### src/rtl/stream_sink_settings.svh
// Stream sink settings
`ifndef STREAM_SINK_SETTINGS_SVH
`define STREAM_SINK_SETTINGS_SVH

// Memory address width in bits
`define SINK_ADDR_WIDTH 32

// Width of one lane word on the memory side
`define SINK_DATA_WIDTH 32

// Byte enables per lane word
`define SINK_BE_WIDTH 4

// Lanes per stream beat, one memory port each
`define SINK_NPX 4

// Register index width of the configuration port
`define SINK_CFG_ADDR_WIDTH 2

`endif

### src/rtl/stream_sink_pkg.sv
// Stream sink types
`include "stream_sink_settings.svh"

package stream_sink_pkg;

  // Configuration register map
  typedef enum logic [`SINK_CFG_ADDR_WIDTH-1:0] {
    REG_BASE = 2'd0,
    REG_GEOM = 2'd1,
    REG_CTRL = 2'd2
  } cfg_reg_e;

  // Lane payload, byte enables and address
  typedef logic [`SINK_DATA_WIDTH-1:0] lane_word_t;
  typedef logic [`SINK_BE_WIDTH-1:0]   lane_be_t;
  typedef logic [`SINK_ADDR_WIDTH-1:0] mem_addr_t;

  // Halves of a geometry word
  localparam int GEOM_BEATS  = 1;
  localparam int GEOM_STRIDE = 0;

  // Go bit of a control word
  localparam int CTRL_GO_BIT = 0;

  // One configuration word, seen either as a full address
  // or as a beat count over a byte stride
  typedef union packed {
    mem_addr_t                                 addr;
    logic [1:0][`SINK_DATA_WIDTH/2-1:0] geom;
  } cfg_word_u;

endpackage

### src/rtl/sink_cfg_regs.sv
// Sink configuration registers
`timescale 1ns/1ps
`include "stream_sink_settings.svh"

module sink_cfg_regs (
  input  logic                        clk,
  input  logic                        rst_n,
  input  logic                        cfg_we_i,
  input  stream_sink_pkg::cfg_reg_e   cfg_addr_i,
  input  stream_sink_pkg::cfg_word_u  cfg_wdata_i,
  output stream_sink_pkg::mem_addr_t  base_o,
  output stream_sink_pkg::cfg_word_u  geom_o,
  output logic                        start_o
);
  import stream_sink_pkg::*;

  mem_addr_t base_q;
  cfg_word_u geom_q;
  logic      start_q;
  logic      go_wr;

  // Control write with the go bit set
  assign go_wr = cfg_we_i && (cfg_addr_i == REG_CTRL) && cfg_wdata_i.addr[CTRL_GO_BIT];

  // Base and geometry registers
  always_ff @(posedge clk or negedge rst_n) begin
    if (!rst_n) begin
      base_q <= '0;
      geom_q <= '0;
    end else if (cfg_we_i) begin
      case (cfg_addr_i)
        // Whole word taken as an address
        REG_BASE: base_q <= cfg_wdata_i.addr;
        // Count and stride stay packed for the address generator
        REG_GEOM: geom_q <= cfg_wdata_i;
        default: ;
      endcase
    end
  end

  // Start pulse one cycle after the control write
  always_ff @(posedge clk or negedge rst_n) begin
    if (!rst_n) begin
      start_q <= 1'b0;
    end else begin
      start_q <= go_wr;
    end
  end

  assign base_o  = base_q;
  assign geom_o  = geom_q;
  assign start_o = start_q;

  // Start is a single-cycle pulse
  a_start_pulse: assert property (@(posedge clk) disable iff (!rst_n)
    start_o |=> !start_o);

endmodule

### src/rtl/sink_addressgen.sv
// Sink beat address generator
`timescale 1ns/1ps
`include "stream_sink_settings.svh"

module sink_addressgen (
  input  logic                        clk,
  input  logic                        rst_n,
  input  logic                        start_i,
  input  logic                        busy_i,
  input  logic                        beat_acc_i,
  input  stream_sink_pkg::mem_addr_t  base_i,
  input  stream_sink_pkg::cfg_word_u  geom_i,
  output stream_sink_pkg::mem_addr_t  beat_addr_o,
  output logic                        last_beat_o
);
  import stream_sink_pkg::*;

  // Beat counter width matches one geometry half
  localparam int CNT_W = `SINK_DATA_WIDTH / 2;

  mem_addr_t        addr_q;
  mem_addr_t        stride_q;
  logic [CNT_W-1:0] beats_q;
  logic [CNT_W-1:0] cnt_q;
  logic [CNT_W-1:0] beats_cfg;
  logic             job_start;

  // Start only counts while no job runs
  assign job_start = start_i && !busy_i;

  // Requested beat count from the geometry word
  assign beats_cfg = geom_i.geom[GEOM_BEATS];

  always_ff @(posedge clk or negedge rst_n) begin
    if (!rst_n) begin
      addr_q   <= '0;
      stride_q <= '0;
      beats_q  <= '0;
      cnt_q    <= '0;
    end else if (job_start) begin
      // Snapshot of the job geometry
      addr_q   <= base_i;
      stride_q <= mem_addr_t'(geom_i.geom[GEOM_STRIDE]);
      // Zero beats runs as a single beat
      beats_q  <= (beats_cfg == '0) ? CNT_W'(1) : beats_cfg;
      cnt_q    <= '0;
    end else if (beat_acc_i) begin
      // Step to the next beat
      addr_q   <= addr_q + stride_q;
      cnt_q    <= cnt_q + 1'b1;
    end
  end

  assign beat_addr_o = addr_q;

  // Current beat is the final one of the job
  assign last_beat_o = (cnt_q == beats_q - 1'b1);

  // Beats are only accepted during a running job
  a_acc_busy: assert property (@(posedge clk) disable iff (!rst_n)
    beat_acc_i |-> busy_i);

endmodule

### src/rtl/stream_sink.sv
// Stream to memory sink
`timescale 1ns/1ps
`include "stream_sink_settings.svh"

module stream_sink (
  input  logic                                         clk,
  input  logic                                         rst_n,
  input  logic                                         start_i,
  // Stream input
  input  logic                                         tvalid_i,
  output logic                                         tready_o,
  input  stream_sink_pkg::lane_word_t [`SINK_NPX-1:0]  tdata_i,
  input  stream_sink_pkg::lane_be_t   [`SINK_NPX-1:0]  tstrb_i,
  // Address generator side
  input  stream_sink_pkg::mem_addr_t                   beat_addr_i,
  input  logic                                         last_beat_i,
  output logic                                         beat_acc_o,
  // Job status
  output logic                                         busy_o,
  output logic                                         done_o,
  // Memory ports, one per lane
  output logic                        [`SINK_NPX-1:0]  tcdm_req_o,
  input  logic                        [`SINK_NPX-1:0]  tcdm_gnt_i,
  output stream_sink_pkg::mem_addr_t  [`SINK_NPX-1:0]  tcdm_add_o,
  output stream_sink_pkg::lane_be_t   [`SINK_NPX-1:0]  tcdm_be_o,
  output stream_sink_pkg::lane_word_t [`SINK_NPX-1:0]  tcdm_data_o
);
  import stream_sink_pkg::*;

  typedef enum logic {
    IDLE,
    SINK
  } sink_state_e;

  sink_state_e state_q;
  sink_state_e state_d;
  logic        lane_req;
  logic        done_q;
  logic        done_d;

  // All lanes request together while a beat is offered
  assign lane_req = (state_q == SINK) && tvalid_i;

  // Lane fan-out of the current beat
  for (genvar j = 0; j < `SINK_NPX; j++) begin : g_lane
    assign tcdm_req_o[j]  = lane_req;
    // Lanes sit on consecutive words of the beat
    assign tcdm_add_o[j]  = beat_addr_i + mem_addr_t'(j * `SINK_BE_WIDTH);
    assign tcdm_be_o[j]   = tstrb_i[j];
    assign tcdm_data_o[j] = tdata_i[j];
  end

  // Beat goes only once every lane is granted
  assign tready_o   = &(tcdm_req_o & tcdm_gnt_i);
  assign beat_acc_o = tvalid_i && tready_o;

  // Next state and end of job
  always_comb begin
    state_d = state_q;
    done_d  = 1'b0;
    case (state_q)
      IDLE: begin
        if (start_i) begin
          state_d = SINK;
        end
      end
      SINK: begin
        // Final beat accepted
        if (beat_acc_o && last_beat_i) begin
          state_d = IDLE;
          done_d  = 1'b1;
        end
      end
      default: state_d = IDLE;
    endcase
  end

  always_ff @(posedge clk or negedge rst_n) begin
    if (!rst_n) begin
      state_q <= IDLE;
      done_q  <= 1'b0;
    end else begin
      state_q <= state_d;
      done_q  <= done_d;
    end
  end

  assign busy_o = (state_q == SINK);
  assign done_o = done_q;

  // No memory traffic outside a job
  a_idle_no_req: assert property (@(posedge clk) disable iff (!rst_n)
    (state_q == IDLE) |-> (tcdm_req_o == '0));

  // Ready only with every lane granted
  a_ready_gnt: assert property (@(posedge clk) disable iff (!rst_n)
    tready_o |-> (&tcdm_gnt_i));

  // A stalled beat keeps its address
  a_stall_addr: assert property (@(posedge clk) disable iff (!rst_n)
    (busy_o && tvalid_i && !tready_o) |=> $stable(beat_addr_i));

endmodule

### src/rtl/stream_sink_top.sv
// Stream sink top level
`timescale 1ns/1ps
`include "stream_sink_settings.svh"

module stream_sink_top (
  input  logic                                         clk,
  input  logic                                         rst_n,
  // Configuration writes
  input  logic                                         cfg_we_i,
  input  stream_sink_pkg::cfg_reg_e                    cfg_addr_i,
  input  stream_sink_pkg::cfg_word_u                   cfg_wdata_i,
  // Stream input
  input  logic                                         tvalid_i,
  output logic                                         tready_o,
  input  stream_sink_pkg::lane_word_t [`SINK_NPX-1:0]  tdata_i,
  input  stream_sink_pkg::lane_be_t   [`SINK_NPX-1:0]  tstrb_i,
  // Memory ports
  output logic                        [`SINK_NPX-1:0]  tcdm_req_o,
  input  logic                        [`SINK_NPX-1:0]  tcdm_gnt_i,
  output stream_sink_pkg::mem_addr_t  [`SINK_NPX-1:0]  tcdm_add_o,
  output stream_sink_pkg::lane_be_t   [`SINK_NPX-1:0]  tcdm_be_o,
  output stream_sink_pkg::lane_word_t [`SINK_NPX-1:0]  tcdm_data_o,
  // Job status
  output logic                                         busy_o,
  output logic                                         done_o
);
  import stream_sink_pkg::*;

  mem_addr_t base;
  cfg_word_u geom;
  mem_addr_t beat_addr;
  logic      start;
  logic      last_beat;
  logic      beat_acc;

  sink_cfg_regs u_cfg_regs (
    .clk         (clk),
    .rst_n       (rst_n),
    .cfg_we_i    (cfg_we_i),
    .cfg_addr_i  (cfg_addr_i),
    .cfg_wdata_i (cfg_wdata_i),
    .base_o      (base),
    .geom_o      (geom),
    .start_o     (start)
  );

  // Busy from the sink blocks restarts in the generator
  sink_addressgen u_addressgen (
    .clk         (clk),
    .rst_n       (rst_n),
    .start_i     (start),
    .busy_i      (busy_o),
    .beat_acc_i  (beat_acc),
    .base_i      (base),
    .geom_i      (geom),
    .beat_addr_o (beat_addr),
    .last_beat_o (last_beat)
  );

  stream_sink u_sink (
    .clk         (clk),
    .rst_n       (rst_n),
    .start_i     (start),
    .tvalid_i    (tvalid_i),
    .tready_o    (tready_o),
    .tdata_i     (tdata_i),
    .tstrb_i     (tstrb_i),
    .beat_addr_i (beat_addr),
    .last_beat_i (last_beat),
    .beat_acc_o  (beat_acc),
    .busy_o      (busy_o),
    .done_o      (done_o),
    .tcdm_req_o  (tcdm_req_o),
    .tcdm_gnt_i  (tcdm_gnt_i),
    .tcdm_add_o  (tcdm_add_o),
    .tcdm_be_o   (tcdm_be_o),
    .tcdm_data_o (tcdm_data_o)
  );

endmodule

### config.mk
export PLATFORM = sky130hd
export DESIGN_NAME = stream_sink_top
export DESIGN_NICKNAME = d
export VERILOG_FILES = /design/src/rtl/stream_sink_pkg.sv /design/src/rtl/sink_cfg_regs.sv /design/src/rtl/sink_addressgen.sv /design/src/rtl/stream_sink.sv /design/src/rtl/stream_sink_top.sv
export VERILOG_INCLUDE_DIRS = /design/src /design/src/rtl
export SDC_FILE = /design/constraint.sdc
export NUM_CORES = 1
export LEC_CHECK = 0
export ABC_AREA = 1
export ABC_CLOCK_PERIOD_IN_PS = 6750
export BUFFER_PORTS_ARGS = -buffer_cell sky130_fd_sc_hd__buf_2
export CAP_MARGIN = 20
export CORE_AREA = 2 2 182 184
export DETAILED_ROUTE_END_ITERATION = 6
export DIE_AREA = 0 0 184 186
export SYNTH_ARGS = -nofsm -noshare
export SYNTH_HDL_FRONTEND = slang
export SYNTH_SLANG_ARGS = --single-unit
### constraint.sdc
create_clock -name clk -period 6.75 [get_ports clk]
set_clock_uncertainty 0.2 [all_clocks]
set_input_delay 1.35 -clock clk [delete_from_list [all_inputs] [get_ports clk]]
set_output_delay 1.35 -clock clk [all_outputs]
set_load 0.01 [all_outputs]
==> results.cfg <==
[status]
status = completed

[yosys]
ys_top_cells_by_count = nand2_1, inv_1, buf_4, dfrtp_1, o21ai_0
async_flop_share_pct = 100
ys_seq_elements = 147
yosysWarnings = 0
synth_cell_types = 43
synth-main-ff-cell = dfrtp_1
syn_area_um2 = 10700
seq_area_frac_synth_pct = 34.3
synth_cells = 1491
syn_area_per_cell_um2 = 7.18
synth_nets = 1700
synth.area.top_cells = dfrtp_1, nand2_1, buf_4, xor2_1, inv_1
synth_edf_count = 0
synth_top_cell_area_share_pct = 34.3
synth.most_common_cell = nand2_1
yosys.area.top_type = dfrtp_1

[flow_run]
drv_cap = 0

[die]
io_pins = 465
core_area_um2 = 32200
dieArea_um2 = 34200
dieWidth_um = 184
fp.dieH_um = 186
rows = 66
initial_core_util_pct = 33.3

[hold_path]
holdCritPathClass = reg2reg
min_from = u_cfg_regs.geom_o[6]$_DFFE_PN0P_
hold_depth = 2
min_to = u_addressgen.stride_q[6]$_DFFE_PN0P_

[global_route]
grt_use_total_pct = 23.3
antenna_found_initial = 3
grt_pass1_vias = 8875
overflow = 0
grt_pass1_wl_mm = 58.4
grt_max_degree = 87

[drt]
final_antenna_net_count = 0
drc = 0
vias = 9467
drt-initial-drc-count = 741
wl_mm = 40.1
via_per_inst = 4.95
post_drt_wl_per_cell_um = 21.0
dr.pass1.iters = 5

[worst_setup_path]
reg2reg_from = u_sink.busy_o$_DFF_PN0_
crit_fanout = 25
cp-end-kind = primary output
crit_arrival_ns = 3.25
rr_worst_depth = 8
r2r_setup_slack_ns = 3.61
worstSetupPathType = reg2out
worst_r2r_endpoint = u_addressgen.beat_addr_o[14]$_DFFE_PN0P_
crit_required_ns = 5.20
startpoint_type = flop

[timing]
min_period_over_period_pct = 71.2
hold_slack_ns = 0.277
fin_crit_ns = 4.80
slew_viol_final = 0
hold_viol = 0
finalSetupViolations = 0
setup_tns_ns = 0
grt_setup_unrepaired = false
fmax_ghz = 0.208
maxSlewHeadroom_pct = 43.8
worst_pin_slew_ns = 0.843

[clocking]
ctsRootBufferMaster = clkbuf_16
clk_pin_slew_worst_paths_ns = 0.06
ctsHoldBuffers = 0
cts.sinks = 147
cts_setup_buffers = 0
cts_tree = done
cts_buffer_depth = 2
h-tree-depth = 4
cts_resized = 0
clk-insertion-delay-late_ns = 0.42
cts_made_buffers = 17

[placement]
place_hpwl_mm = 32.4
port_buffers = 176
post_dp_cell_area_um2 = 10800
gp_congestion = 0.922
placedCellCount = 1879

[final_layout]
layout-area-overhead-vs-synth_pct = 6.68
drive_above_1_share_pct = 17.8
utilization_pct = 35.5
fin_nets = 1700
fin_area_um2 = 11400
n_fill_cell = 3501
final_cells = 1914

[pwr]
power.leakage_uw = 0.00586
peakVddDrop_uv = 130
powerDensity_nw_per_um2 = 280
==> critical path, stage by stage (launching register included) <==
cell and delay (ns):
dfrtp_1 0.86, inv_1 0.30, ha_1 0.32, nor2_2 0.18
inv_1 0.12, nor2_2 0.15, nand2_1 0.11, nor2_1 0.38
nand2_1 0.12, xor2_1 0.16, buf_2 0.14
==> kinds of logic (layout without fill, tap and decap cells) <==
kind of cell / Yosys count / in the layout / synth area share [%]
other cells: 0 / 2 / 0
xor+xnor: 98 / 98 / 8.01
buf+inv: 376 / 389 / 18.9
flops: 147 / 147 / 34.3
fa+ha+maj: 23 / 23 / 2.76
compound gates: 173 / 173 / 8.70
simple gates: 674 / 674 / 27.3
==> sequential cells by signal, indices dropped and copies added, names as in the netlist <==
register and flops:
u_cfg_regs.geom_o 32, u_sink.busy_o 1, u_addressgen.stride_q 16, u_addressgen.cnt_q 16, u_cfg_regs.base_o 32, u_sink.done_o 1, u_cfg_regs.start_o 1, u_addressgen.beats_q 16
u_addressgen.beat_addr_o 32
==> report_power, final <==
group,internal [uW],switching [uW]
Clock,575,385
Combinational,377,649
Sequential,999,212
Total,1950,1250
==> metrics by stage <==
stage / power, uW / setup WS [ns]
final: 3200 / 1.95
after global routing: 3370 / 1.70
after CTS: 3210 / 1.93
after detailed placement: 2240 / 2.39
after global placement: 2230 / 2.42
after floorplan: 1880 / 3.26
==> per-layer routing <==
metal	part of all wire [%]	track usage, %	wire, um
met4	1.7	5.79	677
met2	43	35.2	17400
met5	0.47	3.85	190
met3	14	12.7	5610
met1	40	28.4	16200
==> area by class of cell <==
cell class / count / area, um^2 / area share [%]
diodes: 2 / 5.00 / 0.0438
clock buffers: 21 / 470 / 4.12
clock inverters: 11 / 128 / 1.12
inverters: 176 / 662 / 5.79
multi-input cells: 968 / 5020 / 44.0
flip-flops and latches: 147 / 3680 / 32.2
well taps: 408 / 510 / 4.47
repair buffers: 181 / 950 / 8.31
==> how the worst max path moves through the flow <==
stage	to	depth (start not counted)	startpoint	slack (ns)
after floorplan	tready_o	5	tcdm_gnt_i[1]	3.26
after global placement	tready_o	6	tcdm_gnt_i[1]	2.42
after detailed placement	tcdm_add_o[120]	10	u_addressgen.beat_addr_o[2]$_DFFE_PN0P_	2.39
after CTS	tcdm_add_o[120]	10	u_addressgen.beat_addr_o[2]$_DFFE_PN0P_	1.93
after global routing	tcdm_add_o[120]	10	u_addressgen.beat_addr_o[2]$_DFFE_PN0P_	1.70
final	tcdm_add_o[120]	10	u_addressgen.beat_addr_o[2]$_DFFE_PN0P_	1.95
==> layout by cell type, fill, tap and decap left out, types with 5 or more instances in the layout <==
master      synthesis  final
a21oi_1            24     24
buf_2               8    175
clkbuf_16           0     17
clkinvlp_4          0      5
dfrtp_1           147    147
ha_1               22     22
inv_1             163    163
inv_2              12     12
nand2_1           423    422
nand2_2             8      9
nand3_1            67     66
nand4_1            19     19
nor2_1             93     92
nor2_2             10     10
nor2_4              4      5
nor3_1             22     22
nor3_2              7      7
nor4_1              6      6
o211ai_1            5      5
o21ai_0           122    122
o21bai_1            9      9
xnor2_1            21     21
xor2_1             77     77
Note: power is estimated with default switching activity, not from simulation.
